$ cat src/hw/db_pkg.sv
/*
 * Database operation types
 * Update commands and result status codes shared by the
 * hash table RTL and its testbench
 */
package db_pkg;

    // Update command, one bit
    typedef enum logic {
        DB_CMD_INSERT = 1'b0,
        DB_CMD_DELETE = 1'b1
    } db_cmd_e;

    // Result of one update
    typedef enum logic [1:0] {
        DB_OK        = 2'd0,  // insert written or delete done
        DB_FULL      = 2'd1,  // all candidate slots hold other keys
        DB_NOT_FOUND = 2'd2   // delete of an absent key
    } db_status_e;

endpackage

$ cat src/hw/htable_pkg.sv
/*
 * Hash table types
 * Key, value and slot vectors plus the packed request, probe
 * and response structs passed between the lookup engine blocks
 */
package htable_pkg;

    typedef logic [15:0] key_t;
    typedef logic [15:0] value_t;
    // Wide enough for 256 slots, banks use the low bits only
    typedef logic [7:0]  slot_t;

    typedef struct packed {
        logic   strobe;
        key_t   key;
    } lookup_req_t;

    typedef struct packed {
        logic   valid;
        logic   hit;
        value_t value;
    } lookup_resp_t;

    typedef struct packed {
        logic              strobe;
        db_pkg::db_cmd_e   cmd;
        key_t              key;
        value_t            value;
    } upd_req_t;

    typedef struct packed {
        logic              done;
        db_pkg::db_status_e status;
    } upd_resp_t;

    // Bank read port result
    typedef struct packed {
        logic   valid;
        logic   slot_valid;
        key_t   key;
        value_t value;
    } bank_rd_t;

    // Bank write port command
    typedef struct packed {
        logic   strobe;
        slot_t  slot;
        logic   slot_valid;
        key_t   key;
        value_t value;
    } bank_wr_t;

endpackage

$ cat src/hw/htable_key_dispatch.sv
/*
 * Key dispatch
 * Registers the lookup and probe keys and hashes each one
 * into a slot index for every table bank
 */
`timescale 1ns/1ns

module htable_key_dispatch #(
    parameter int NUM_TABLES  = 3,
    parameter int TABLE_DEPTH = 64
)(
    input  logic                     clk,
    input  logic                     reset,
    input  htable_pkg::lookup_req_t  lookup_req,
    input  logic                     probe_strobe,
    input  htable_pkg::key_t         probe_key,
    output htable_pkg::slot_t        lookup_slot [NUM_TABLES],
    output htable_pkg::slot_t        probe_slot  [NUM_TABLES],
    output logic                     lookup_valid,
    output logic                     probe_valid
);

    // Keeps the index bits of the table depth
    localparam htable_pkg::slot_t SLOT_MASK = htable_pkg::slot_t'(TABLE_DEPTH - 1);

    // Byte fold shared by every table
    logic [7:0] lookup_fold;
    logic [7:0] probe_fold;

    assign lookup_fold = lookup_req.key[15:8] ^ lookup_req.key[7:0];
    assign probe_fold  = probe_key[15:8] ^ probe_key[7:0];

    // Strobes, one cycle behind the keys
    always_ff @(posedge clk) begin
        if (reset) begin
            lookup_valid <= 1'b0;
            probe_valid  <= 1'b0;
        end else begin
            lookup_valid <= lookup_req.strobe;
            probe_valid  <= probe_strobe;
        end
    end

    // ------------------------------
    // Per-table hash
    // ------------------------------
    for (genvar t = 0; t < NUM_TABLES; t++) begin : g_hash
        // Table salt is t * 37, modulo a byte
        localparam logic [7:0] SALT = 8'((t * 37) % 256);

        always_ff @(posedge clk) begin
            lookup_slot[t] <= (lookup_fold ^ SALT) & SLOT_MASK;
            // Probe slot holds until the next probe
            if (probe_strobe) begin
                probe_slot[t] <= (probe_fold ^ SALT) & SLOT_MASK;
            end
        end
    end

endmodule

$ cat config.mk
export PLATFORM = sky130hd
export DESIGN_NAME = htable_key_dispatch
export DESIGN_NICKNAME = d
export VERILOG_FILES = /design/src/hw/db_pkg.sv /design/src/hw/htable_pkg.sv /design/src/hw/htable_key_dispatch.sv
export SDC_FILE = /design/constraint.sdc
export NUM_CORES = 1
export LEC_CHECK = 0
export BUFFER_PORTS_ARGS = -buffer_cell sky130_fd_sc_hd__buf_2
export CAP_MARGIN = 20
export CORE_ASPECT_RATIO = 0.9
export CORE_UTILIZATION = 37
export CTS_CLUSTER_DIAMETER = 40
export DETAILED_ROUTE_END_ITERATION = 7
export GPL_TIMING_DRIVEN = 1
export PLACE_DENSITY = 0.85
export SETUP_SLACK_MARGIN = 0.05
export SLEW_MARGIN = 20
export SYNTH_ARGS = -nofsm -noshare
export SYNTH_HDL_FRONTEND = slang
export SYNTH_SLANG_ARGS = --single-unit
$ cat constraint.sdc
create_clock -name clk -period 0.8 [get_ports clk]
set_input_delay 0.04 -clock clk [delete_from_list [all_inputs] [get_ports clk]]
set_output_delay 0.04 -clock clk [all_outputs]
set_load 0.01 [all_outputs]
==> metrics.yaml, run 1 <==
failed_checks: "negative setup slack"
p_int_mw: 1.99
setup_violations: 31
htreeDepth: 1
path_clk_slew_ns: 0.13
start_util_pct: 40.0
grt_util_met3_pct: 5.57
dp_hpwl_mm: 1.23
timing.critical_path.cells: "buf_2"
port_buffers: 65
post-cts-setup-buffers: 0
drcViolationCount: 0
die_area_mm2: 0.00290
start_kind: "flop"
use_met1_pct: 13.3
wl_per_cell_um: 12.0
core-area_mm2: 0.00249
synth.area.top_cells: "edfxtp_1 33%, dfxtp_1 26%, buf_4 20%, xor2_1 11%, xnor2_1 8.8%"
vdd_ir_drop_max_uv: 1190
period_needed_ns: 0.913
p_sw_share_pct: 25.9
die_w_um: 56.7
synth_area_um2: 995
area_growth_pct: 50.7
status: "finished with violations"
synth_top_area_share_pct: 33.2
numCtsBuffers: 3
grt_pass1_vias: 722
critPathBufInv: 1
grt_use_total_pct: 14.3
holdPathStages: 2
grt_pass1_wl_mm: 3.14
rsz0062_at_grt: "yes"
arrival_ns: 0.87
top_usage_layer: "met2"
hold_end: "probe_slot[10]"
routed_wl_mm: 2.08
pin_count: 86
required_ns: 0.76
ys_seq_area_share_pct: 59.4
drt-initial-drc-count: 2
cpPeakStageDelay_ns: 0.41
fin_crit_sh_pct: 114
dr.pass1.iters: 2
synth_area_per_cell_um2: 13.3
grt_antenna_before_repair: 0
met2_usage_pct: 27.3
vias: 713
place.gp.congestion: 0.715
ys_ff_latch: 24
maxCapViolCount: 0
overflow: 0
seqPwrFrac_pct: 55.7
fin_tns_setup_ns: -1.81
nets: 182
cts_tree: "built"
clockPowerShare_pct: 19.1
synth_warnings: 0
fin_ws_ns: -0.113
p_switching_mw: 0.695
cp-end-kind: "output port"
synth_cells: 75
power_leakage_nw: 0.705
grt_max_degree: 14
rows: 17
cts_root_buffer: "clkbuf_4"
clock_sinks: 24
diodes: 0
die_h_um: 51.2
viasPerCell: 4.12
pre_cts_ws_ns: 0.183
synth_largest_area_cell: "edfxtp_1"
critPathTopFamily: "flip-flops"
crit_fanout: 3
crit_slowest_cell: "edfxtp_1"
clock.fmax_ghz: 1.10
synth_cell_types: 7
clockBufferDepth: 2
hp-class: "in2reg"
slew_violations: 0
crit_type: "reg2out"
hold_viol_final: 0
layout-drive-gt1-share_pct: 53.1
worstHoldStart: "probe_key[10]"
pwr-share-comb_pct: 25.1
ant_nets: 0
powerDensity_mw_per_mm2: 1790
metrics by stage:
step	hold slack, ns	instances	util (%)	cell area, um^2	power [mW]
after CTS	0.0137	171	58.5	1460	2.67
final	0.0383	173	60.2	1500	2.68
after global routing	0.0155	173	60.2	1500	2.85
after global placement	0.210	153	48.3	1200	1.99
after floorplan	0.112	86	-	1040	1.85
after detailed placement	0.218	153	48.3	1200	2.00
what timing repair did:
item	4_1_cts	5_1_grt
endpoints found under the hold margin	13	1
setup endpoints to repair	38	38
resized for setup	19	6
hold buffers	14	2
kinds of logic after synthesis:
logic type | synth area share (%)
other | 0.377
AND/OR/NAND/NOR | 1.26
XOR/XNOR | 19.4
buffers and inverters | 19.6
flip-flops | 59.4
flip-flops by register name, summed over array words and instances, names as in the netlist:
name	count
probe_valid	1
lookup_valid	1
probe_slot	11
lookup_slot	11
worst max path at each step:
stage | to | start | cells past startpoint
finish | probe_slot[20] | probe_slot[12] | 1
global route | probe_slot[20] | probe_slot[12] | 1
CTS | probe_slot[12] | probe_slot[12] | 1
detailed placement | probe_slot[11] | probe_strobe | 1
global placement | probe_slot[11] | probe_strobe | 1
floorplan | probe_slot[12] | probe_slot[12] | 1
cell type report:
cell class | instances | area, um^2
Timing Repair Buffer | 81 | 586
Clock inverter | 1 | 3.75
Fill cell | 190 | 990
Clock buffer | 3 | 22.5
Multi-Input combinational cell | 36 | 250
Tap cell | 28 | 35.0
Sequential cell | 24 | 602
routing by layer:
metal / vias up / share of wire, %
met2: 53 / 52
met4: 0 / 0.72
li1: 340 / -
met1: 318 / 35
met3: 2 / 12
met5: - / 0
Yosys cell counts (all sizes together):
| cell | n |
|---|---|
| buf | 26 |
| xor2 | 12 |
| dfxtp | 13 |
| edfxtp | 11 |
| conb | 1 |
| nor2b | 2 |
| xnor2 | 10 |
power groups by stage:
stage                     sequential (mW)  clock [mW]  combinational (mW)
after global routing                 1.51       0.616               0.724
after floorplan                      1.56           0               0.287
after CTS                            1.49       0.538               0.641
after global placement               1.48           0               0.505
after detailed placement             1.49           0               0.513
final                                1.49       0.513               0.674
placed cells by master (no fill, tap or decap):
cell	instances
nor2b_1	2
clkinv_1	1
clkbuf_4	3
buf_2	49
xor2_1	12
xnor2_1	10
edfxtp_1	11
dlygate4sd3_1	16
conb_1	12
buf_6	16
dfxtp_2	9
dfxtp_1	4
Note: power is estimated with default switching activity, not from simulation.
==> run 2, diff against run 1 <==
Settings changed: TNS_END_PERCENT set to 30.
==> run 2 against run 1 <==
Compared with the run above: non-clock buffer count fell by 2; sequential power barely moved; die area did not move; first-iteration DRC count fell by 50%; cell count fell by 1.2%; the run still ends with negative setup slack left; wire length fell by 17%; fmax rose by 1.3%; power fell by 4.6%; combinational power fell by 13%.
==> metrics.yaml, run 2 (same netlist as run 1, synthesis figures left out) <==
status: "finished with violations"
failed_checks: "negative setup slack"
rsz0062_at_grt: "yes"
pin_count: 86
numCtsBuffers: 3
slew_violations: 0
routed_wl_mm: 1.73
final_common_cell: "buf_2"
dr.pass1.iters: 2
dp_cells: 153
vias: 709
fin_area_mm2: 0.00140
critPathTopFamily: "flip-flops"
critPathBufInv: 1
cpPeakStageDelay_ns: 0.41
p_sw_share_pct: 25.5
crit_type: "reg2out"
fin_tns_setup_ns: -1.52
crit_slowest_cell: "edfxtp_1"
p_switching_mw: 0.653
crit_fanout: 3
port_buffers: 65
rows: 17
clock.fmax_ghz: 1.11
required_ns: 0.76
total_power_mw: 2.56
biggestRegsByFlops: "lookup_slot: 11 flops, probe_slot: 11 flops"
viasPerCell: 4.15
grt_max_degree: 14
core-area_mm2: 0.00249
hp-class: "in2reg"
vdd_ir_drop_max_uv: 1210
clockBufferDepth: 2
drt-initial-drc-count: 1
drcViolationCount: 0
hold_viol_final: 0
p_int_mw: 1.91
seqPwrFrac_pct: 57.6
arrival_ns: 0.86
maxCapViolCount: 0
dp_hpwl_mm: 1.23
pre_cts_ws_ns: 0.183
overflow: 0
setup_violations: 26
fin_ws_ns: -0.101
fin_crit_sh_pct: 113
start_util_pct: 40.0
dpl_cell_area_mm2: 0.00120
path_clk_slew_ns: 0.12
period_needed_ns: 0.901
ant_nets: 0
diodes: 0
grt_antenna_before_repair: 0
area_growth_pct: 40.9
grt_use_total_pct: 13.1
place.gp.congestion: 0.715
grt_pass1_vias: 699
die_area_mm2: 0.00290
clockPowerShare_pct: 19.6
die_h_um: 51.2
nets: 180
power_leakage_nw: 0.672
die_w_um: 56.7
layout_common_cells: "61 x buf_2, 14 x dlygate4sd3_1, 12 x xor2_1, 12 x conb_1, 11 x edfxtp_1"
clock_sinks: 24
wl_per_cell_um: 10.1
start_kind: "flop"
cts_root_buffer: "clkbuf_4"
pwr-share-comb_pct: 22.9
timing.critical_path.cells: "buf_2"
powerDensity_mw_per_mm2: 1830
layout-drive-gt1-share_pct: 52.4
cts_tree: "built"
cp-end-kind: "output port"
htreeDepth: 1
layout.cells.non_filler: 171
grt_pass1_wl_mm: 2.90
==> run 2: changes by cell type in the layout (fill, tap and decap cells not counted), sizes merged <==
cell	change
dlygate4sd3	-2
==> run 2: worst paths after layout <==
path,to,start,cells after the start
setup / recovery,probe_slot[20],probe_slot[12],1
hold / removal,probe_slot[12],probe_key[12],2
==> run 2: layer usage <==
metal	vias up	share of wire [%]	track usage (%)	wire (um)
met5	-	0	0	0
met4	0	0.87	6.91	15
met3	2	12	5.06	205
met2	51	52	23.9	907
met1	320	35	12.9	601
li1	336	-	-	-
==> run 2: through the flow <==
stage / hold slack, ns / utilization, %
floorplan: 0.112 / -
global placement: 0.210 / 48.3
detailed placement: 0.218 / 48.3
CTS: 0.0137 / 55.3
global route: 0.000204 / 56.3
finish: 0.0320 / 56.3
==> run 2: area by class of cell <==
type,count,area [um^2]
clock buffer,3,22.5
clock inverter,1,3.75
multi-input combinational,36,250
tap,28,35.0
timing repair buffer,79,490
sequential,24,599
fill,209,1090
==> run 2: timing repair <==
| item | in CTS | in global routing |
|---|---|---|
| setup endpoints to repair | 38 | 38 |
| hold buffers | 14 | 0 |
| gates cloned | 0 | 0 |
| buffers inserted | 0 | 0 |
| endpoints found under the hold margin | 13 | 0 |
| resized for setup | 6 | 5 |
==> run 2: power by group through the flow <==
stage                     combinational [mW]  sequential (mW)  clock (mW)
after floorplan                        0.287             1.56           0
after global placement                 0.505             1.48           0
after detailed placement               0.513             1.49           0
after CTS                              0.565             1.47       0.538
after global routing                   0.636             1.49       0.604
final                                  0.585             1.47       0.501
