File: config.mk
export PLATFORM = sky130hd
export DESIGN_NAME = htable_lookup_merge
export DESIGN_NICKNAME = d
export VERILOG_FILES = /design/src/hw/db_pkg.sv /design/src/hw/htable_pkg.sv /design/src/hw/htable_lookup_merge.sv
export SDC_FILE = /design/constraint.sdc
export NUM_CORES = 1
export LEC_CHECK = 0
export ABC_AREA = 1
export BUFFER_PORTS_ARGS = -buffer_cell sky130_fd_sc_hd__buf_2
export CAP_MARGIN = 20
export CORE_MARGIN = 3
export CORE_UTILIZATION = 41
export CTS_CLUSTER_DIAMETER = 150
export CTS_CLUSTER_SIZE = 20
export DETAILED_ROUTE_END_ITERATION = 10
export PLACE_DENSITY = 0.88
export SYNTH_ARGS = -nofsm -noshare
export SYNTH_HDL_FRONTEND = slang
export SYNTH_SLANG_ARGS = --single-unit
File: constraint.sdc
create_clock -name clk -period 1.4 [get_ports clk]
set_clock_uncertainty 0.15 [all_clocks]
set_input_delay 0.07 -clock clk [delete_from_list [all_inputs] [get_ports clk]]
set_output_delay 0.07 -clock clk [all_outputs]
set_load 0.01 [all_outputs]
File: src/hw/db_pkg.sv
/*
 * Database operation types
 * Update commands and result status codes shared by the
 * hash table RTL and its testbench
 */
package db_pkg;

    // Update command, one bit
    typedef enum logic {
        DB_CMD_INSERT = 1'b0,
        DB_CMD_DELETE = 1'b1
    } db_cmd_e;

    // Result of one update
    typedef enum logic [1:0] {
        DB_OK        = 2'd0,  // insert written or delete done
        DB_FULL      = 2'd1,  // all candidate slots hold other keys
        DB_NOT_FOUND = 2'd2   // delete of an absent key
    } db_status_e;

endpackage

File: src/hw/htable_pkg.sv
/*
 * Hash table types
 * Key, value and slot vectors plus the packed request, probe
 * and response structs passed between the lookup engine blocks
 */
package htable_pkg;

    typedef logic [15:0] key_t;
    typedef logic [15:0] value_t;
    // Wide enough for 256 slots, banks use the low bits only
    typedef logic [7:0]  slot_t;

    typedef struct packed {
        logic   strobe;
        key_t   key;
    } lookup_req_t;

    typedef struct packed {
        logic   valid;
        logic   hit;
        value_t value;
    } lookup_resp_t;

    typedef struct packed {
        logic              strobe;
        db_pkg::db_cmd_e   cmd;
        key_t              key;
        value_t            value;
    } upd_req_t;

    typedef struct packed {
        logic              done;
        db_pkg::db_status_e status;
    } upd_resp_t;

    // Bank read port result
    typedef struct packed {
        logic   valid;
        logic   slot_valid;
        key_t   key;
        value_t value;
    } bank_rd_t;

    // Bank write port command
    typedef struct packed {
        logic   strobe;
        slot_t  slot;
        logic   slot_valid;
        key_t   key;
        value_t value;
    } bank_wr_t;

endpackage

File: src/hw/htable_lookup_merge.sv
/*
 * Lookup merger
 * Matches the key against every bank read and returns one
 * registered hit and value, lowest bank first
 */
`timescale 1ns/1ns

module htable_lookup_merge #(
    parameter int NUM_TABLES = 3
)(
    input  logic                      clk,
    input  logic                      reset,
    input  htable_pkg::key_t          lookup_key,
    input  htable_pkg::bank_rd_t      bank_rd [NUM_TABLES],
    output htable_pkg::lookup_resp_t  lookup_resp
);

    logic                rd_valid;
    logic                any_hit;
    htable_pkg::value_t  hit_value;

    logic                resp_valid;
    logic                resp_hit;
    htable_pkg::value_t  resp_value;

    // Walk down so the lowest hitting bank wins
    always_comb begin
        rd_valid  = 1'b0;
        any_hit   = 1'b0;
        hit_value = '0;
        for (int i = NUM_TABLES - 1; i >= 0; i--) begin
            rd_valid = rd_valid | bank_rd[i].valid;
            if (bank_rd[i].slot_valid && (bank_rd[i].key == lookup_key)) begin
                any_hit   = 1'b1;
                hit_value = bank_rd[i].value;
            end
        end
    end

    always_ff @(posedge clk) begin
        if (reset) begin
            resp_valid <= 1'b0;
        end else begin
            resp_valid <= rd_valid;
        end
    end

    always_ff @(posedge clk) begin
        resp_hit   <= any_hit;
        resp_value <= hit_value;
    end

    assign lookup_resp = '{valid: resp_valid, hit: resp_hit, value: resp_value};

endmodule

==> metrics.yaml, run 1 <==
floorplan:
  rows: 23
  dieArea_sq_mm: 0.00524
  die_w_um: 72.4
  io_pins: 138
  fp.dieH_um: 72.4
  coreArea_sq_mm: 0.00412
  start_util: 0.439
timing:
  hold_viol: 0
  tightest_slew_ps: 262
  clock.fmax_mhz: 761
  setup_viol: 0
  slew_violations: 0
  whs_ps: 1.56
  maxSlewHeadroom: 0.825
  rsz0062_at_grt: "no"
  fin_crit_sh: 0.938
  post-route-min-period_ps: 1310
  setup_ws_ps: 86.3
final_layout:
  fin_nets: 613
  fin_area_sq_mm: 0.00305
  layout-drive-gt1-share: 0.398
  mostFrequentLayoutCells: "buf_2, nand2_1, nor2_1, dlygate4sd3_1, inv_1"
  layout_commonest_cell: "buf_2"
  synthToLayoutAreaGrowth_pct: 68.6
  final_cell_count_no_fill: 542
  antennaDiodeCount: 0
global_route:
  antenna_found_initial: 0
  grt-ovfl-total: 0
  grt_first_pass_wirelength_um: 11200
  grt_usage: 0.269
  grt_max_degree: 33
  grt_pass1_vias: 2598
clocking:
  tritoncts: "yes"
  post_cts_resized: 0
  postCtsSetupBuffers: 0
  cts_buffer_depth: 2
  path_clk_slew_ps: 80
  root_buffer: "clkbuf_8"
  h-tree-depth: 1
  cts.sinks: 18
  cts-buffers-inserted: 3
synthesis:
  yosys.area_share.simple: 0.539
  syn_nets: 431
  synth_fa_ha_area_frac: 0
  muxShareOfSynthArea: 0
  synth_ff_type: "dfxtp_1"
  synth-edff-count: 0
  synthArstFlopShare: 0
  ys_types: 25
  avgSynthCellArea_sq_um: 5.81
  ys_seq_area_frac: 0.199
  synth_area_sq_mm: 0.00181
  ys_ff_latch: 18
  synth_top_family_by_area: "simple AND/OR/NAND/NOR gates"
  synth-compound-area-share: 0.0533
  synthCells: 311
  synth_warnings: 0
  yosys.area_share.xor_xnor: 0.0775
worst_setup_path:
  arrival_ps: 1360
  crit_path_end_kind: "flop"
  path_class: "in -> reg"
  worst_setup_path_start_kind: "primary input"
  crit_fanout: 1
  critPathRequiredTime_ps: 1450
pwr:
  static-leakage-power_nw: 1.76
  total_power_mw: 1.50
  ir_drop_mv: 0.281
  p_per_area_mw_per_mm2: 492
drt:
  drt-total-wl_um: 7060
  drtIter0Drc: 197
  drc_errors: 0
  first_pass_iters: 4
  ant_nets: 0
  via_per_inst: 4.81
  wl_per_cell_um: 13.0
  vias: 2609
status:
  status: "completed"
placement:
  dpl.cell_count: 503
  dp_hpwl_um: 4770
  io_buffers: 137
  dpl_cell_area_sq_mm: 0.00264
  place_congestion: 0.861
  dp_slack_ps: -116
hold_path:
  hp-class: "in -> reg"
run:
  max_cap_violations: 0
==> power by group <==
part	leakage, nW	internal, mW	switching [mW]
clock network	0.0288	0.250	0.187
registers	0.145	0.513	0.000408
logic	1.59	0.298	0.251
==> through the flow <==
| step | TNS [ps] | util |
|---|---|---|
| after floorplan | 0 | - |
| after global placement | -1230 | 0.642 |
| after detailed placement | -1630 | 0.642 |
| after CTS | 0 | 0.741 |
| after global routing | 0 | 0.741 |
| final | 0 | 0.741 |
==> state kept, by name (all words and copies together) (netlist names) <==
| name | flops |
|---|---|
| resp_hit | 1 |
| resp_value | 16 |
| resp_valid | 1 |
==> final timing paths <==
path	slack (ps)	endpoint	from	cells past startpoint
max	90	resp_valid$_SDFF_PP0_	reset	4
min	2	resp_value[12]$_DFF_P_	bank_rd[12]	5
==> Yosys cell counts, types with 2 or more instances <==
cell / instances / share of area
nand2_1: 128 / 0.27
nor2_1: 35 / 0.073
inv_1: 22 / 0.046
dfxtp_1: 18 / 0.20
nand4_1: 17 / 0.059
nor2_2: 16 / 0.055
inv_2: 12 / 0.025
o21ai_1: 8 / 0.022
xnor2_1: 8 / 0.039
xor2_1: 8 / 0.039
buf_6: 7 / 0.044
nand3_1: 5 / 0.014
o21ai_0: 5 / 0.014
buf_4: 4 / 0.017
nor2_4: 4 / 0.025
nand2_2: 3 / 0.010
o211ai_1: 2 / 0.0083
or2_0: 2 / 0.0069
==> worst max-delay path, stage by stage <==
cell,delay [ps]
dlygate4sd3_1,540
buf_2,120
nor2_1,80
dlygate4sd3_1,540
==> logic make-up after synthesis <==
group / count (synthesis)
compound gates: 17
xor+xnor: 16
buf+inv: 45
flops: 18
simple gates: 215
==> layer usage <==
layer	wire, um	GRT usage	vias up	share of wire
met5	0	0	-	0
met4	249	0.117	0	0.035
met3	495	0.0319	24	0.070
met2	3820	0.546	138	0.54
met1	2500	0.268	1132	0.35
li1	-	-	1315	-
==> cell type report <==
class                   instances  area (sq um)
flip-flops and latches         18           360
clock buffers                   4          55.1
inverters                      34           128
multi-input cells             248          1210
repair buffers                188          1230
fillers                       320          1070
well taps                      50          62.6
==> repair_timing <==
item | CTS | global route
setup endpoints to repair | 0 | 0
hold buffers | 35 | 0
hold endpoints to repair | 17 | 0
(Power assumes the default switching activity.)
==> run 2, diff against run 1 <==
--- a/config.mk
+++ b/config.mk
@@ -13,7 +13,7 @@
 export CTS_CLUSTER_DIAMETER = 150
 export CTS_CLUSTER_SIZE = 20
 export DETAILED_ROUTE_END_ITERATION = 10
-export PLACE_DENSITY = 0.88
+export PLACE_DENSITY = 0.82
 export SYNTH_ARGS = -nofsm -noshare
 export SYNTH_HDL_FRONTEND = slang
 export SYNTH_SLANG_ARGS = --single-unit
==> metrics.yaml, run 2 (same netlist as run 1, synthesis figures left out) <==
status:
  status: "completed"  # unchanged
pwr:
  ir_drop_mv: 0.310  # was 0.281 mV
  static-leakage-power_nw: 1.74  # was 1.76 nW
  power.switching_uw: 427  # was 439 uW
  p_per_area_mw_per_mm2: 491  # was 492 mW/mm^2
  p_clk_frac: 0.286  # was 0.291
  comb_power_share: 0.366  # about the same
  p_seq_frac: 0.348  # was 0.343
  p_int_mw: 1.05  # was 1.06 mW
  p_sw_frac: 0.289  # was 0.292
  total_power_mw: 1.48  # was 1.50 mW
timing:
  setup_viol: 0  # unchanged
  rsz0062_at_grt: "no"  # unchanged
  whs_ps: 2.79  # was 1.56 ps
  slew_violations: 0  # unchanged
  clock.fmax_mhz: 732  # was 761 MHz
  finalSetupTns_ps: 0  # unchanged
  hold_viol: 0  # unchanged
  fin_crit_sh: 0.975  # was 0.938
  post-route-min-period_ps: 1370  # was 1310 ps
  tightest_slew_ps: 239  # was 262 ps
  maxSlewHeadroom: 0.840  # was 0.825
global_route:
  grt_pass1_vias: 2485  # was 2598
  grt_max_degree: 33  # unchanged
  grt_usage: 0.255  # was 0.269
  grt-ovfl-total: 0  # unchanged
  grt_first_pass_wirelength_um: 10600  # was 11200 um
  antenna_found_initial: 0  # unchanged
final_layout:
  final_core_util: 0.731  # was 0.741
  largestRegisters: "resp_value x16, resp_hit x1, resp_valid x1"  # unchanged
  top_register: "resp_value"  # unchanged
  nFillCells: 318  # was 320
  fin_nets: 608  # was 613
  layout_commonest_cell: "buf_2"  # unchanged
  final_cell_count_no_fill: 537  # was 542
  synthToLayoutAreaGrowth_pct: 66.4  # was 68.6%
  largest_reg_flops: 16  # unchanged
  antennaDiodeCount: 0  # unchanged
  mostFrequentLayoutCells: "buf_2, nand2_1, nor2_1"  # was buf_2, nand2_1, nor2_1, dlygate4sd3_1, inv_1
  multi_input_area_sq_mm: 0.00121  # unchanged
  ff_latch_area_sq_um: 360  # unchanged
  layout-drive-gt1-share: 0.396  # was 0.398
drt:
  vias: 2604  # was 2609
  via_per_inst: 4.85  # was 4.81
  first_pass_iters: 4  # unchanged
  drc_errors: 0  # unchanged
  drt-total-wl_um: 6990  # was 7060 um
  wl_per_cell_um: 13.0  # about the same
  ant_nets: 0  # unchanged
  drtIter0Drc: 127  # was 197
placement:
  dp_hpwl_um: 4810  # was 4770 um
  dpl.cell_count: 499  # was 503
  io_buffers: 137  # unchanged
  place_congestion: 0.871  # was 0.861
run:
  max_cap_violations: 0  # unchanged
clocking:
  tritoncts: "yes"  # unchanged
  h-tree-depth: 1  # unchanged
  postCtsSetupBuffers: 0  # unchanged
  root_buffer: "clkbuf_8"  # unchanged
  cts.sinks: 18  # unchanged
  cts-buffers-inserted: 3  # unchanged
  cts_buffer_depth: 2  # unchanged
  path_clk_slew_ps: 70  # was 80 ps
floorplan:
  rows: 23  # unchanged
  dieArea_sq_mm: 0.00524  # unchanged
  start_util: 0.439  # unchanged
  coreArea_sq_mm: 0.00412  # unchanged
  die_w_um: 72.4  # unchanged
  fp.dieH_um: 72.4  # unchanged
  io_pins: 138  # unchanged
worst_setup_path:
  path_class: "in -> reg"  # unchanged
  crit_fanout: 1  # unchanged
  crit_path_end_kind: "flop"  # unchanged
  critPathRequiredTime_ps: 1440  # was 1450 ps
  worst_setup_path_start_kind: "primary input"  # unchanged
  arrival_ps: 1410  # was 1360 ps
hold_path:
  hp-class: "in -> reg"  # unchanged
-- run 2: layer usage --
layer,part of all wire,track usage
met1,0.36,0.265
met2,0.52,0.487
met4,0.032,0.123
met3,0.093,0.0429
met5,0,0
-- run 2: area by class of cell --
cell class,instances,share of cell area
Multi-Input combinational cell,248,0.403
Clock buffer,4,0.0183
Tap cell,50,0.0208
Inverter,34,0.0424
Timing Repair Buffer,183,0.396
Sequential cell,18,0.120
-- run 2: worst max-delay path, cell delays in order --
cell and delay (ps):
dlygate4sd3_1 530, buf_2 130, nor2_1 110, dlygate4sd3_1 570
-- run 2: timing repair --
item,4_1_cts,5_1_grt
hold buffers,34,0
setup endpoints to repair,0,2
gates resized for setup,0,1
endpoints found under the hold margin,17,0
-- run 2: worst paths after layout --
check	startpoint	endpoint	cells past startpoint	slack [ps]
setup / recovery	reset	resp_valid$_SDFF_PP0_	4	30
hold / removal	bank_rd[12]	resp_value[12]$_DFF_P_	5	3
-- run 2: metrics by stage --
step | instance area, sq um | worst slack [ps]
after floorplan | 1810 | 207
after CTS | 3010 | 127
after global placement | 2610 | -82.4
after global routing | 3010 | 11.9
final | 3010 | 34.6
after detailed placement | 2610 | -128
-- run 2: power groups by stage --
| stage | Clock, mW | Sequential (mW) | Combinational (mW) |
|---|---|---|---|
| after floorplan | 0 | 0.526 | 0.193 |
| after global placement | 0 | 0.526 | 0.445 |
| after detailed placement | 0 | 0.526 | 0.450 |
| after CTS | 0.427 | 0.514 | 0.525 |
| after global routing | 0.446 | 0.514 | 0.592 |
| final | 0.423 | 0.514 | 0.541 |
==> run 3, diff against run 2 <==
--- a/config.mk
+++ b/config.mk
@@ -5,15 +5,15 @@
 export SDC_FILE = /design/constraint.sdc
 export NUM_CORES = 1
 export LEC_CHECK = 0
-export ABC_AREA = 1
 export BUFFER_PORTS_ARGS = -buffer_cell sky130_fd_sc_hd__buf_2
 export CAP_MARGIN = 20
 export CORE_MARGIN = 3
-export CORE_UTILIZATION = 41
+export CORE_UTILIZATION = 38
 export CTS_CLUSTER_DIAMETER = 150
 export CTS_CLUSTER_SIZE = 20
 export DETAILED_ROUTE_END_ITERATION = 10
-export PLACE_DENSITY = 0.82
+export PLACE_DENSITY = 0.81
+export REMOVE_ABC_BUFFERS = 1
 export SYNTH_ARGS = -nofsm -noshare
 export SYNTH_HDL_FRONTEND = slang
 export SYNTH_SLANG_ARGS = --single-unit
==> metrics.yaml, run 3 <==
pwr:
  p_int_mw: 1.08  # was 1.05 mW
  ir_drop_mv: 0.299  # was 0.310 mV
  p_clk_frac: 0.232  # was 0.286
  comb_power_share: 0.436  # was 0.366
  power.switching_uw: 468  # was 427 uW
  p_per_area_mw_per_mm2: 484  # was 491 mW/mm^2
  static-leakage-power_nw: 1.49  # was 1.74 nW
  p_sw_frac: 0.302  # was 0.289
  p_seq_frac: 0.332  # was 0.348
  total_power_mw: 1.55  # was 1.48 mW
global_route:
  grt_max_degree: 18  # was 33
  antenna_found_initial: 1  # was 0
  grt_first_pass_wirelength_um: 11700  # was 10600 um
  grt-ovfl-total: 0  # unchanged
  grt_pass1_vias: 2510  # was 2485
  grt_usage: 0.295  # was 0.255
final_layout:
  layout-drive-gt1-share: 0.500  # was 0.396
  largestRegisters: "resp_value x16, resp_hit x1, resp_valid x1"  # unchanged
  final_cell_count_no_fill: 449  # was 537
  synthToLayoutAreaGrowth_pct: 106  # was 66.4%
  layout_commonest_cell: "buf_2"  # unchanged
  fin_nets: 522  # was 608
  top_register: "resp_value"  # unchanged
  largest_reg_flops: 16  # unchanged
  mostFrequentLayoutCells: "buf_2, dlygate4sd3_1, buf_4"  # was buf_2, nand2_1, nor2_1
  final_core_util: 0.843  # was 0.731
floorplan:
  coreArea_sq_mm: 0.00380  # was 0.00412 sq mm
  die_w_um: 70.0  # was 72.4 um
  io_pins: 138  # unchanged
  fp.dieH_um: 70.0  # was 72.4 um
  dieArea_sq_mm: 0.00490  # was 0.00524 sq mm
  rows: 22  # was 23
  start_util: 0.409  # was 0.439
timing:
  finalSetupTns_ps: -2550  # was 0 ps
  fin_crit_sh: 1.13  # was 0.975
  setup_ws_ps: -179  # was 34.6 ps
  maxSlewHeadroom: 0.782  # was 0.840
  setup_viol: 17  # was 0
  post-route-min-period_ps: 1580  # was 1370 ps
  tightest_slew_ps: 323  # was 239 ps
  clock.fmax_mhz: 633  # was 732 MHz
  hold_viol: 0  # unchanged
  slew_violations: 0  # unchanged
  rsz0062_at_grt: "yes"  # was no
  whs_ps: 14.6  # was 2.79 ps
synthesis:
  synth-edff-count: 0  # unchanged
  synth_top_cell_by_area: "dfxtp_1"  # was nand2_1
  synth_top_area_frac: 0.232  # was 0.266
  synthCells: 207  # was 311
  ys_ff_latch: 18  # unchanged
  ys_types: 26  # was 25
  synth_area_sq_mm: 0.00156  # was 0.00181 sq mm
  avgSynthCellArea_sq_um: 7.51  # was 5.81 sq um
  yosys-top-cells-area: "dfxtp_1, xnor2_1, o2111ai_1"  # was nand2_1, dfxtp_1, nor2_1
  synth_common_cells: "xnor2_1, inv_1, nor3_1"  # was nand2_1, nor2_1, inv_1
  synth_most_common_cell: "xnor2_1"  # was nand2_1
  ys_seq_area_frac: 0.232  # was 0.199
  synth_ff_type: "dfxtp_1"  # unchanged
  synthArstFlopShare: 0  # unchanged
  synth_warnings: 0  # unchanged
worst_setup_path:
  path_class: "in -> reg"  # unchanged
  crit_path_end_kind: "flop"  # unchanged
  cp-endpoint: "resp_value[0]$_DFF_P_"  # was resp_valid$_SDFF_PP0_
  crit_fanout: 8  # was 1
  worst_setup_path_start_kind: "primary input"  # unchanged
  startpoint: "lookup_key[9]"  # was reset
  arrival_ps: 1560  # was 1410 ps
  critPathRequiredTime_ps: 1380  # was 1440 ps
drt:
  wl_per_cell_um: 18.1  # was 13.0 um
  vias: 2461  # was 2604
  via_per_inst: 5.48  # was 4.85
  first_pass_iters: 6  # was 4
  drt-total-wl_um: 8140  # was 6990 um
  ant_nets: 0  # unchanged
  drc_errors: 0  # unchanged
  drtIter0Drc: 222  # was 127
hold_path:
  hp-class: "in -> reg"  # unchanged
  hold_path.startpoint: "bank_rd[10]"  # was bank_rd[12]
placement:
  dpl.cell_count: 408  # was 499
  dp_hpwl_um: 4800  # was 4810 um
  place_congestion: 0.766  # was 0.871
  io_buffers: 137  # unchanged
clocking:
  path_clk_slew_ps: 70  # about the same
  cts.sinks: 18  # unchanged
  tritoncts: "yes"  # unchanged
  cts_buffer_depth: 2  # unchanged
  h-tree-depth: 1  # unchanged
  root_buffer: "clkbuf_8"  # unchanged
  cts-buffers-inserted: 3  # unchanged
status:
  status: "finished with violations"  # was completed
  violations: "negative setup slack"
run:
  max_cap_violations: 0  # unchanged
## run 3: how the worst min path moves through the flow
| stage | endpoint | depth (start not counted) |
|---|---|---|
| floorplan | resp_valid$_SDFF_PP0_ | 1 |
| global placement | resp_valid$_SDFF_PP0_ | 2 |
| detailed placement | resp_valid$_SDFF_PP0_ | 2 |
| CTS | resp_value[2]$_DFF_P_ | 5 |
| global route | resp_value[15]$_DFF_P_ | 5 |
| finish | resp_value[10]$_DFF_P_ | 5 |
## run 3: cell families (layout without fill, tap and decap cells)
logic type,count (synthesis),count (layout),synth area share
AND/OR/NAND/NOR,74,74,0.243
XOR/XNOR,45,45,0.253
AO/OA/AOI/OAI,36,36,0.173
buffers and inverters,34,227,0.0989
flip-flops,18,18,0.232
other,0,1,0
## run 3: power groups by stage
stage | sequential, mW | combinational (mW) | clock [mW]
floorplan | 0.527 | 0.181 | 0
global placement | 0.526 | 0.494 | 0
detailed placement | 0.526 | 0.504 | 0
CTS | 0.514 | 0.624 | 0.357
global route | 0.514 | 0.716 | 0.379
finish | 0.514 | 0.676 | 0.359
## run 3: metrics by stage
| step | setup WS, ps | cell area, sq um |
|---|---|---|
| finish | -179 | 3200 |
| global route | -293 | 3200 |
| CTS | -90.8 | 3140 |
| detailed placement | -435 | 2520 |
| global placement | -389 | 2520 |
| floorplan | -413 | 1470 |
## run 3: critical path, stage by stage
cell and delay, ps:
buf_2 110, xnor2_1 220, nand4_1 150, or4_4 550, buf_8 180, o2111ai_4 190, a31oi_1 90
## run 3: final cells by class
cell class,instances,area [sq um]
diodes,1,2.50
clock buffers,3,41.3
fillers,217,598
inverters,19,71.3
multi-input cells,155,1250
flip-flops and latches,18,360
well taps,48,60.1
repair buffers,205,1420
## run 3: routing by layer
layer	global-route usage	share of wire	vias to the layer above
met5	0	0	-
met3	0.0547	0.097	26
li1	-	-	1128
met2	0.555	0.54	171
met4	0.115	0.029	0
met1	0.321	0.34	1136
## run 3: timing repair
item | in CTS | in global routing
hold endpoints to repair | 17 | 0
cloned | 2 | 0
setup endpoints to repair | 17 | 17
hold buffers | 34 | 0
gates resized for setup | 40 | 8
buffers inserted | 1 | 0
pin swaps | 15 | 17
