## src/hw/db_pkg.sv

```systemverilog
/*
 * Database operation types
 * Update commands and result status codes shared by the
 * hash table RTL and its testbench
 */
package db_pkg;

    // Update command, one bit
    typedef enum logic {
        DB_CMD_INSERT = 1'b0,
        DB_CMD_DELETE = 1'b1
    } db_cmd_e;

    // Result of one update
    typedef enum logic [1:0] {
        DB_OK        = 2'd0,  // insert written or delete done
        DB_FULL      = 2'd1,  // all candidate slots hold other keys
        DB_NOT_FOUND = 2'd2   // delete of an absent key
    } db_status_e;

endpackage

```

## src/hw/htable_pkg.sv

```systemverilog
/*
 * Hash table types
 * Key, value and slot vectors plus the packed request, probe
 * and response structs passed between the lookup engine blocks
 */
package htable_pkg;

    typedef logic [15:0] key_t;
    typedef logic [15:0] value_t;
    // Wide enough for 256 slots, banks use the low bits only
    typedef logic [7:0]  slot_t;

    typedef struct packed {
        logic   strobe;
        key_t   key;
    } lookup_req_t;

    typedef struct packed {
        logic   valid;
        logic   hit;
        value_t value;
    } lookup_resp_t;

    typedef struct packed {
        logic              strobe;
        db_pkg::db_cmd_e   cmd;
        key_t              key;
        value_t            value;
    } upd_req_t;

    typedef struct packed {
        logic              done;
        db_pkg::db_status_e status;
    } upd_resp_t;

    // Bank read port result
    typedef struct packed {
        logic   valid;
        logic   slot_valid;
        key_t   key;
        value_t value;
    } bank_rd_t;

    // Bank write port command
    typedef struct packed {
        logic   strobe;
        slot_t  slot;
        logic   slot_valid;
        key_t   key;
        value_t value;
    } bank_wr_t;

endpackage

```

## src/hw/htable_update_ctrl.sv

```systemverilog
/*
 * Update controller
 * Runs one insert or delete at a time: probe all banks, pick
 * the target slot, write it and report the status
 */
`timescale 1ns/1ns

module htable_update_ctrl #(
    parameter int NUM_TABLES = 3
)(
    input  logic                    clk,
    input  logic                    reset,
    input  logic                    init_done,
    input  htable_pkg::upd_req_t    upd_req,
    output logic                    probe_strobe,
    output htable_pkg::key_t        probe_key,
    input  htable_pkg::slot_t       probe_slot [NUM_TABLES],
    input  htable_pkg::bank_rd_t    probe_rd   [NUM_TABLES],
    output htable_pkg::bank_wr_t    bank_wr    [NUM_TABLES],
    output htable_pkg::upd_resp_t   upd_resp,
    output logic                    upd_busy
);

    localparam int IDX_W = (NUM_TABLES > 1) ? $clog2(NUM_TABLES) : 1;

    typedef enum logic [2:0] {
        IDLE,
        HASH,
        PROBE,
        COMMIT,
        DONE
    } upd_state_e;

    upd_state_e  state;
    upd_state_e  state_nxt;
    logic        accept;

    // Latched request
    db_pkg::db_cmd_e     req_cmd;
    htable_pkg::key_t    req_key;
    htable_pkg::value_t  req_value;

    // Commit decision
    logic                found;
    logic                empty;
    logic [IDX_W-1:0]    found_bank;
    logic [IDX_W-1:0]    empty_bank;
    logic [IDX_W-1:0]    tgt_bank;
    logic                do_write;
    db_pkg::db_status_e  commit_status;
    db_pkg::db_status_e  status_q;

    // ------------------------------
    // FSM
    // ------------------------------
    assign upd_busy = (state == HASH) || (state == PROBE) || (state == COMMIT);
    // Also taken in DONE, busy is already low there
    assign accept   = upd_req.strobe && init_done && !upd_busy;

    always_comb begin
        case (state)
            IDLE, DONE: state_nxt = accept ? HASH : IDLE;
            HASH:       state_nxt = PROBE;
            PROBE:      state_nxt = COMMIT;
            COMMIT:     state_nxt = DONE;
            default:    state_nxt = IDLE;
        endcase
    end

    always_ff @(posedge clk) begin
        if (reset) begin
            state <= IDLE;
        end else begin
            state <= state_nxt;
        end
    end

    always_ff @(posedge clk) begin
        if (accept) begin
            req_cmd   <= upd_req.cmd;
            req_key   <= upd_req.key;
            req_value <= upd_req.value;
        end
        if (state == COMMIT) begin
            status_q <= commit_status;
        end
    end

    // Key goes to the dispatch during HASH
    assign probe_strobe = (state == HASH);
    assign probe_key    = req_key;

    // ------------------------------
    // Target selection
    // ------------------------------
    always_comb begin
        found      = 1'b0;
        empty      = 1'b0;
        found_bank = '0;
        empty_bank = '0;
        // Downward walk leaves the lowest bank selected
        for (int i = NUM_TABLES - 1; i >= 0; i--) begin
            if (probe_rd[i].valid && probe_rd[i].slot_valid &&
                (probe_rd[i].key == req_key)) begin
                found      = 1'b1;
                found_bank = IDX_W'(i);
            end
            if (probe_rd[i].valid && !probe_rd[i].slot_valid) begin
                empty      = 1'b1;
                empty_bank = IDX_W'(i);
            end
        end

        tgt_bank = found_bank;
        do_write = found;
        if (found) begin
            commit_status = db_pkg::DB_OK;
        end else if (req_cmd == db_pkg::DB_CMD_DELETE) begin
            commit_status = db_pkg::DB_NOT_FOUND;
        end else if (empty) begin
            // New key into the first free bank
            tgt_bank      = empty_bank;
            do_write      = 1'b1;
            commit_status = db_pkg::DB_OK;
        end else begin
            commit_status = db_pkg::DB_FULL;
        end
    end

    // One write strobe at most, only in COMMIT
    for (genvar i = 0; i < NUM_TABLES; i++) begin : g_wr
        assign bank_wr[i] = '{
            strobe:     (state == COMMIT) && do_write && (tgt_bank == IDX_W'(i)),
            slot:       probe_slot[i],
            slot_valid: (req_cmd == db_pkg::DB_CMD_INSERT),
            key:        req_key,
            value:      req_value
        };
    end

    assign upd_resp = '{done: (state == DONE), status: status_q};

endmodule

```

## config.mk

```make
export PLATFORM = sky130hd
export DESIGN_NAME = htable_update_ctrl
export DESIGN_NICKNAME = d
export VERILOG_FILES = /design/src/hw/db_pkg.sv /design/src/hw/htable_pkg.sv /design/src/hw/htable_update_ctrl.sv
export SDC_FILE = /design/constraint.sdc
export NUM_CORES = 1
export LEC_CHECK = 0
export ABC_AREA = 1
export BUFFER_PORTS_ARGS = -buffer_cell sky130_fd_sc_hd__buf_2
export CAP_MARGIN = 10
export CORE_AREA = 2 2 121 123
export CTS_CLUSTER_SIZE = 14
export DETAILED_ROUTE_END_ITERATION = 12
export DIE_AREA = 0 0 123 125
export GPL_TIMING_DRIVEN = 0
export PLACE_DENSITY_LB_ADDON = 0.1
export SYNTH_ARGS = -nofsm -noshare
export SYNTH_HDL_FRONTEND = slang
export SYNTH_SLANG_ARGS = --single-unit
```

## constraint.sdc

```tcl
create_clock -name clk -period 3.2 [get_ports clk]
set_input_delay 0.64 -clock clk [delete_from_list [all_inputs] [get_ports clk]]
set_output_delay 0.64 -clock clk [all_outputs]
set_load 0.05 [all_outputs]
```

==> impl_metrics.json, run 1 <==
{
  "cts_made_buffers": 5,
  "syn_area_um2": 3206,
  "finalHoldViolCount": 0,
  "overflow": 0,
  "cp.required_ns": 2.56,
  "viasPerCell": 3.857,
  "place_area_um2": 4649,
  "core-area_um2": 14200,
  "synth_most_common_cell": "nand2_1",
  "crit_type": "flop to primary output",
  "clk_latency_ns": 0.29,
  "crit_chain": "xnor2_2, nand3_2, nor2_1, nand3_2, nand2_2, inv_2, nand2_2, nand3_1, nor2_1, buf_2",
  "grt_pass1_vias": 3083,
  "ys_top_cells_by_count": "nand2_1, buf_4, inv_1",
  "antenna_found_initial": 1,
  "synth_enable_flop_cells": 35,
  "yosys.area_share.simple": 0.2951,
  "ys_warn_count": 0,
  "placementRows": 44,
  "cts_max_level": 2,
  "async_reset_ff_frac": 0,
  "yosysSeqAreaShare": 0.3466,
  "worst_setup_path_start_kind": "flop",
  "wl_um": 10410,
  "grt_setup_unrepaired": "false",
  "register_area_um2": 1111,
  "power.density_nw_per_um2": 378.3,
  "drv_cap": 0,
  "clockBufferDepth": 2,
  "die_h_um": 125,
  "setup_violations": 0,
  "nets": 845,
  "synth_top_family_by_area": "buffers and inverters",
  "drive_gt1_frac": 0.5622,
  "cts_tree": "built",
  "synthTopCellsByArea": "edfxtp_1, buf_4, nand2_1, inv_1, nor2_1",
  "finalClockSkew_ns": 0.01019,
  "synth_compound_area_frac": 0.01835,
  "dieArea_um2": 15380,
  "syn-num-nets": 600,
  "syn_inst": 437,
  "clock-sinks": 38,
  "final_cell_area_um2": 4815,
  "status": "finished, final reports clean",
  "p_total_mw": 1.821,
  "fin_crit_sh": 0.9000,
  "dpl.hpwl_um": 8928,
  "cts_root_buffer": "clkbuf_16",
  "period_needed_ns": 2.880,
  "synth_ff_type": "edfxtp_1",
  "synth_cell_types": 26,
  "max_slew_margin": 0.7603,
  "synth_xor_area_frac": 0.02147,
  "crit_fanout": 8,
  "synth_top_area_share": 0.3279,
  "start_util": 0.2257,
  "min-delay-path-class": "primary input to flop",
  "route.detailed.drc": 0,
  "gp_congestion": 0.8031,
  "cts_setup_buffers": 0,
  "synthAdderAreaFrac": 0,
  "tightest_slew_ns": 0.3504,
  "irDropWorstVdd_uv": 220.8,
  "multi_input_area_um2": 1089,
  "ioPinCount": 310,
  "clk_pin_slew_worst_paths_ns": 0.07,
  "dieWidth_um": 123,
  "vias": 3348,
  "maxSlewViolCount": 0,
  "cp_data_arrival_time_ns": 2.24,
  "nFillCells": 1527,
  "grt.total_usage": 0.1299,
  "ant_nets": 0,
  "critPathMaxStageDelay_ns": 0.53,
  "critPathCaptureType": "primary output",
  "cts_hold_buf": 0,
  "grt_pass1_wl_um": 15210,
  "portBuffers": 237,
  "dr.pass1.iters": 4,
  "whs_ns": 0.5219,
  "syn_to_final_growth_pct": 50.20,
  "fmax_mhz": 347.2,
  "syn-mean-instance-area_um2": 7.335,
  "ys_ff_latch": 38,
  "cp_slowest_cell": "edfxtp_1",
  "synth.largest_area_cell": "edfxtp_1",
  "muxShareOfSynthArea": 0,
  "fin_util": 0.3390,
  "grt_max_degree": 25,
  "drt-wirelength-per-cell_um": 11.99,
  "leakagePower_nw": 2.734,
  "drtIter0Drc": 81
}
repair_timing:
action                                  in CTS  in global routing
hold endpoints to repair                     0                  0
endpoints found under the setup margin       0                  1
resized for setup                            0                  1
per-stage QoR:
step / std cells / worst slack (ns) / TNS [ns]
after detailed placement: 859 / 0.2981 / 0
after CTS: 867 / 0.1182 / 0
after global placement: 858 / -0.3373 / -10.97
after floorplan: 437 / 0.2506 / 0
after global routing: 868 / 0.04523 / 0
final: 868 / 0.3200 / 0
kinds of logic after synthesis:
group,Yosys count
DFF,38
buffers and inverters,166
xor gates and xnor gates,7
AOI/OAI and AO/OA,11
and+or+nand+nor,215
power breakdown:
part | internal, mW | total [mW] | switching (mW)
logic | 0.216 | 0.674 | 0.458
clock network | 0.314 | 0.543 | 0.229
registers | 0.572 | 0.604 | 0.0322
layout by cell type (no fill, tap or decap), types with 2 or more instances in the layout:
cell type and instances:
buf_2 237, nand2_1 123, buf_4 106, inv_1 44
nor2_1 41, edfxtp_1 35, inv_2 14, nand3_1 10
nand4_1 10, o21ai_0 6, nor3_1 6, nand3_2 6
nor2_2 5, clkbuf_16 5, or2_1 4, nor3b_1 3
xnor2_1 3, nand2_2 3, a21oi_1 3, dfxtp_1 3
xor2_1 2, clkinv_1 2, xnor2_2 2
worst paths after layout:
| check | slack (ns) | from | to | cells past startpoint |
|---|---|---|---|---|
| worst min register to register | 0.52 | state[2] | state[2] | 1 |
| worst max register to register | 1.40 | probe_key[7] | status_q[1] | 9 |
| worst max-delay path | 0.32 | probe_key[8] | bank_wr[125] | 10 |
| worst min-delay path | 0.52 | upd_req[26] | probe_key[10] | 1 |
per-layer routing:
layer,vias up,track usage,routed length (µm)
met5,-,0,0
met4,0,0.02807,46
met3,2,0.03558,1055
met2,183,0.2320,5026
met1,1422,0.1537,4278
li1,1741,-,-
flip-flops by register name (all words and copies together) (netlist names):
register,count
probe_key,16
state,3
req_value,16
status_q,2
req_cmd,1
worst max-delay path, delay by kind of cell (launching register included):
kind,cells,cell delay [ns]
flip-flops,1,0.53
AND/OR/NAND/NOR,7,0.78
buffers and inverters,2,0.33
XOR/XNOR,1,0.31
layout make-up:
class | instances | area share
Antenna cell | 1 | 0.0005198
Buffer | 106 | 0.1653
Clock buffer | 6 | 0.02885
Clock inverter | 2 | 0.003378
Inverter | 60 | 0.04678
Multi-Input combinational cell | 233 | 0.2261
Sequential cell | 38 | 0.2308
Tap cell | 184 | 0.04782
Timing Repair Buffer | 238 | 0.2505
Note: power is estimated with default switching activity, not from simulation.
==> run 2, diff against run 1 <==
--- a/config.mk
+++ b/config.mk
@@ -8,10 +8,12 @@
 export ABC_AREA = 1
 export BUFFER_PORTS_ARGS = -buffer_cell sky130_fd_sc_hd__buf_2
 export CAP_MARGIN = 10
-export CORE_AREA = 2 2 121 123
+export CORE_AREA = 2 2 120 122
+export CTS_BUF_LIST = sky130_fd_sc_hd__clkbuf_8
+export CTS_CLUSTER_DIAMETER = 150
 export CTS_CLUSTER_SIZE = 14
 export DETAILED_ROUTE_END_ITERATION = 12
-export DIE_AREA = 0 0 123 125
+export DIE_AREA = 0 0 122 124
 export GPL_TIMING_DRIVEN = 0
 export PLACE_DENSITY_LB_ADDON = 0.1
 export SYNTH_ARGS = -nofsm -noshare
==> run 2 against run 1 <==
Clock skew is essentially flat; sequential power is essentially flat; power grew 0.14%; via count grew 1.0%; routed wire length grew 1.5%; global-route usage grew 0.15 points; combinational power is essentially flat; worst hold slack lost 0.022 ns; maximum frequency shrank 1.7%; largest power group unchanged.
==> impl_metrics.json, run 2 (same netlist as run 1, synthesis figures left out) <==
{
  "grt_setup_unrepaired": "false",
  "cts_tree": "built",
  "ioPinCount": 310,
  "cts_setup_buffers": 0,
  "clockBufferDepth": 2,
  "mostFrequentLayoutCells": "buf_2, nand2_1, buf_4",
  "critPathCaptureType": "primary output",
  "cts.repair.resized": 0,
  "ant_nets": 0,
  "p_clk_frac": 0.298,
  "clock-sinks": 38,
  "period_needed_ns": 2.931,
  "vias": 3382,
  "final_cells": 865,
  "leakagePower_nw": 2.739,
  "finalHoldViolCount": 0,
  "tightest_slew_ns": 0.4484,
  "cts_hold_buf": 0,
  "min-delay-path-class": "primary input to flop",
  "nFillCells": 1475,
  "crit_type": "flop to primary output",
  "fin_crit_sh": 0.9160,
  "irDropWorstVdd_uv": 193.2,
  "max_slew_margin": 0.7004,
  "cts_made_buffers": 5,
  "worst_setup_path_start_kind": "flop",
  "clk_pin_slew_worst_paths_ns": 0.09,
  "finalClockSkew_ns": 0.01023,
  "crit_top_cell": "nor2_1",
  "dieArea_um2": 15130,
  "portBuffers": 237,
  "place_area_um2": 4652,
  "antenna_found_initial": 0,
  "grt_pass1_wl_um": 14950,
  "route.detailed.drc": 0,
  "dieWidth_um": 122,
  "die_h_um": 124,
  "path_delay_family": "simple AND/OR/NAND/NOR gates",
  "fmax_mhz": 341.2,
  "cp.required_ns": 2.56,
  "drtIter0Drc": 135,
  "r2r_slack_ns": 1.32,
  "placementRows": 43,
  "grt_max_degree": 24,
  "cts_root_buffer": "clkbuf_8",
  "p_sw_uw": 701.6,
  "drt-wirelength-per-cell_um": 12.20,
  "status": "finished, final reports clean",
  "share_comb_of_total_power": 0.371,
  "crit_fanout": 7,
  "p_sw_frac": 0.3847,
  "dpl.hpwl_um": 8970,
  "drv_cap": 0,
  "clk_latency_ns": 0.31,
  "p_int_mw": 1.122,
  "antenna_cells": 0,
  "cts_max_level": 2,
  "setup_violations": 0,
  "power_frac_seq": 0.331,
  "dp_cells": 855,
  "grt_pass1_vias": 2999,
  "final_cell_area_um2": 4810,
  "syn_to_final_growth_pct": 50.04,
  "cp_data_arrival_time_ns": 2.29,
  "overflow": 0,
  "gp_congestion": 0.8075,
  "viasPerCell": 3.910,
  "critPathMaxStageDelay_ns": 0.54,
  "start_util": 0.2337,
  "crit_buf_inv": 2,
  "crit_chain": "inv_2, o21ai_0, nor3_1, nand3_1, nor2_1, nor2_2, nand3_2, nand2_1, nor2_1, buf_2",
  "drive_gt1_frac": 0.5620,
  "final_common_cell": "buf_2",
  "nets": 847,
  "maxSlewViolCount": 0,
  "grt.total_usage": 0.1314,
  "dr.pass1.iters": 4,
  "power.density_nw_per_um2": 379.2,
  "core-area_um2": 13720,
  "wl_um": 10560,
  "cp_slowest_cell": "edfxtp_1"
}
## run 2: cell types whose count changed in the layout (fill, tap and decap cells not counted), moves of 2 or more
cell	previous run	this run
clkbuf_16	5	0
bufinv_16	0	2
clkbuf_8	1	6
buf_4	106	108
## run 2: final cells by class
class                           instances  area (µm²)  share of cell area
Multi-Input combinational cell        233        1081              0.2248
Sequential cell                        38        1111              0.2310
Inverter                               60       225.2             0.04683
Tap cell                              180       225.2             0.04683
Clock inverter                          2       60.06             0.01249
Buffer                                106       795.8              0.1655
Timing Repair Buffer                  240        1229              0.2555
Clock buffer                            6       82.58             0.01717
## run 2: worst paths after layout
check | startpoint | end | cells past startpoint
hold reg to reg | state[0] | state[0] | 1
hold / removal | upd_req[9] | req_value[9] | 1
setup reg to reg | probe_key[5] | status_q[1] | 8
setup / recovery | probe_key[5] | bank_wr[125] | 10
## run 2: layer usage
layer	GRT usage	routed length [µm]	vias up	share of wire
met2	0.2273	4870	198	0.46
met3	0.03984	1179	8	0.11
li1	-	-	1745	-
met1	0.1595	4374	1431	0.41
met5	0	0	-	0
met4	0.03305	133	0	0.013
## run 2: metrics by stage
step | total power [mW] | util | hold slack, ns | setup TNS, ns | setup slack (ns)
global placement | 1.289 | 0.3365 | 0.4836 | -9.999 | -0.3059
detailed placement | 1.297 | 0.3391 | 0.5202 | 0 | 0.4314
finish | 1.824 | 0.3506 | 0.5001 | 0 | 0.2689
floorplan | 1.113 | - | 0.4665 | 0 | 0.2506
global route | 1.922 | 0.3506 | 0.4778 | 0 | 0.05540
CTS | 1.853 | 0.3495 | 0.4877 | 0 | 0.1345
## run 2: power by group through the flow
stage	Sequential (mW)	Combinational, mW	Clock, mW
4_1_cts	0.607	0.681	0.565
3_3_place_gp	0.618	0.671	0
2_1_floorplan	0.676	0.438	0
3_5_place_dp	0.617	0.680	0
5_1_grt	0.610	0.725	0.588
6_report	0.604	0.676	0.543
==> run 3, diff against run 2 <==
--- a/config.mk
+++ b/config.mk
@@ -8,12 +8,12 @@
 export ABC_AREA = 1
 export BUFFER_PORTS_ARGS = -buffer_cell sky130_fd_sc_hd__buf_2
 export CAP_MARGIN = 10
-export CORE_AREA = 2 2 120 122
+export CORE_AREA = 2 2 121 123
 export CTS_BUF_LIST = sky130_fd_sc_hd__clkbuf_8
 export CTS_CLUSTER_DIAMETER = 150
 export CTS_CLUSTER_SIZE = 14
 export DETAILED_ROUTE_END_ITERATION = 12
-export DIE_AREA = 0 0 122 124
+export DIE_AREA = 0 0 123 125
 export GPL_TIMING_DRIVEN = 0
 export PLACE_DENSITY_LB_ADDON = 0.1
 export SYNTH_ARGS = -nofsm -noshare
==> run 3 against run 2 <==
Worst hold slack worse by 0.0073 ns; clock skew is 0.0064 ns higher; routed wire length is 1.1% lower.
==> impl_metrics.json, run 3 (same netlist as run 1, synthesis figures left out) <==
{
  "status": "finished, final reports clean",
  "clk_pin_slew_worst_paths_ns": 0.10,
  "cts_root_buffer": "clkbuf_8",
  "drtIter0Drc": 76,
  "dpl.hpwl_um": 8928,
  "grt.met1_usage": 0.1537,
  "cp_data_arrival_time_ns": 2.27,
  "p_sw_uw": 707.9,
  "mostFrequentLayoutCells": "buf_2, nand2_1, buf_4",
  "startpoint": "probe_key[8]",
  "whs_ns": 0.4928,
  "final_cells": 868,
  "min-delay-path-class": "primary input to flop",
  "grt_max_degree": 25,
  "antenna_found_initial": 1,
  "dieArea_um2": 15380,
  "wl_um": 10440,
  "p_clk_frac": 0.237,
  "finalHoldViolCount": 0,
  "finalSetupTns_ns": 0,
  "fmax_mhz": 343.9,
  "cts_tree": "built",
  "fin_crit_sh": 0.9086,
  "crit_type": "flop to primary output",
  "cts_setup_buffers": 0,
  "dieWidth_um": 123,
  "ioPinCount": 310,
  "portBuffers": 237,
  "clk_latency_ns": 0.31,
  "final_common_cell": "buf_2",
  "overflow": 0,
  "irDropWorstVdd_uv": 184.3,
  "route.detailed.drc": 0,
  "viasPerCell": 3.854,
  "use_met2": 0.2317,
  "share_comb_of_total_power": 0.403,
  "critPathCaptureType": "primary output",
  "grt_pass1_wl_um": 15180,
  "busiest_layer": "met2",
  "cp.required_ns": 2.56,
  "die_h_um": 125,
  "power_frac_seq": 0.361,
  "reg2reg_from": "probe_key[7]",
  "drt-wirelength-per-cell_um": 12.02,
  "final_cell_area_um2": 4758,
  "placementRows": 44,
  "worst_setup_path_start_kind": "flop",
  "clock-sinks": 38,
  "leakagePower_nw": 2.708,
  "tightest_slew_ns": 0.3504,
  "p_sw_frac": 0.4231,
  "finalClockSkew_ns": 0.01667,
  "setup_violations": 0,
  "crit_fanout": 8,
  "dr.pass1.iters": 4,
  "nets": 845,
  "cts_made_buffers": 5,
  "cts_hold_buf": 0,
  "grt.total_usage": 0.1301,
  "hold_path_startpoint": "upd_req[26]",
  "p_int_uw": 965.3,
  "grtUsageMet3": 0.03422,
  "grt_setup_unrepaired": "false",
  "max_slew_margin": 0.7603,
  "fin_util": 0.3350,
  "clockBufferDepth": 2,
  "syn_to_final_growth_pct": 48.44,
  "grt_pass1_vias": 3075,
  "place_area_um2": 4649,
  "gp_congestion": 0.8031,
  "vias": 3345,
  "dp_cells": 859,
  "start_util": 0.2257,
  "drv_cap": 0,
  "core-area_um2": 14200,
  "ant_nets": 0,
  "maxSlewViolCount": 0,
  "drive_gt1_frac": 0.5622,
  "period_needed_ns": 2.907,
  "power.density_nw_per_um2": 351.6,
  "cts_max_level": 2
}
run 3: repair_timing:
item / CTS / global route
endpoints found under the setup margin: 0 / 2
gates resized for setup: 0 / 1
endpoints found under the hold margin: 0 / 0
run 3: routing by layer:
layer	up-vias	wire, µm
met1	1416	4287
met3	4	1064
li1	1741	-
met5	-	0
met4	0	63
met2	184	5022
run 3: power by group through the flow:
stage / logic [mW] / clock network, mW / registers (mW)
floorplan: 0.438 / 0 / 0.676
global placement: 0.673 / 0 / 0.617
detailed placement: 0.680 / 0 / 0.615
CTS: 0.681 / 0.423 / 0.605
global route: 0.723 / 0.434 / 0.610
finish: 0.674 / 0.396 / 0.604
run 3: worst paths after layout:
kind                                      end  slack [ns]  depth (start not counted)
worst max-delay path             bank_wr[125]        0.29                         10
worst min-delay path            probe_key[10]        0.49                          1
worst max register to register    status_q[1]        1.39                          9
worst min register to register       state[2]        0.53                          1
run 3: critical path, stage by stage (launching register included):
cell and delay (ns):
edfxtp_1 0.54, xnor2_2 0.31, nand3_2 0.12, nor2_1 0.19, nand3_2 0.11, nand2_2 0.09, inv_2 0.04, nand2_2 0.06
nand3_1 0.07, nor2_1 0.13, buf_2 0.29
run 3: layout make-up:
type / count / area, µm²
Inverter: 60 / 225.2
Tap cell: 184 / 230.2
Fill cell: 1535 / 9445
Multi-Input combinational cell: 233 / 1089
Sequential cell: 38 / 1111
Buffer: 106 / 795.8
Timing Repair Buffer: 238 / 1206
Antenna cell: 1 / 2.502
Clock inverter: 2 / 16.27
Clock buffer: 6 / 82.58
run 3: stage by stage:
stage	power, mW	setup WS (ns)
final	1.673	0.2926
after global routing	1.767	0.008436
after CTS	1.710	0.07805
after detailed placement	1.296	0.2981
after global placement	1.289	-0.3373
after floorplan	1.113	0.2506
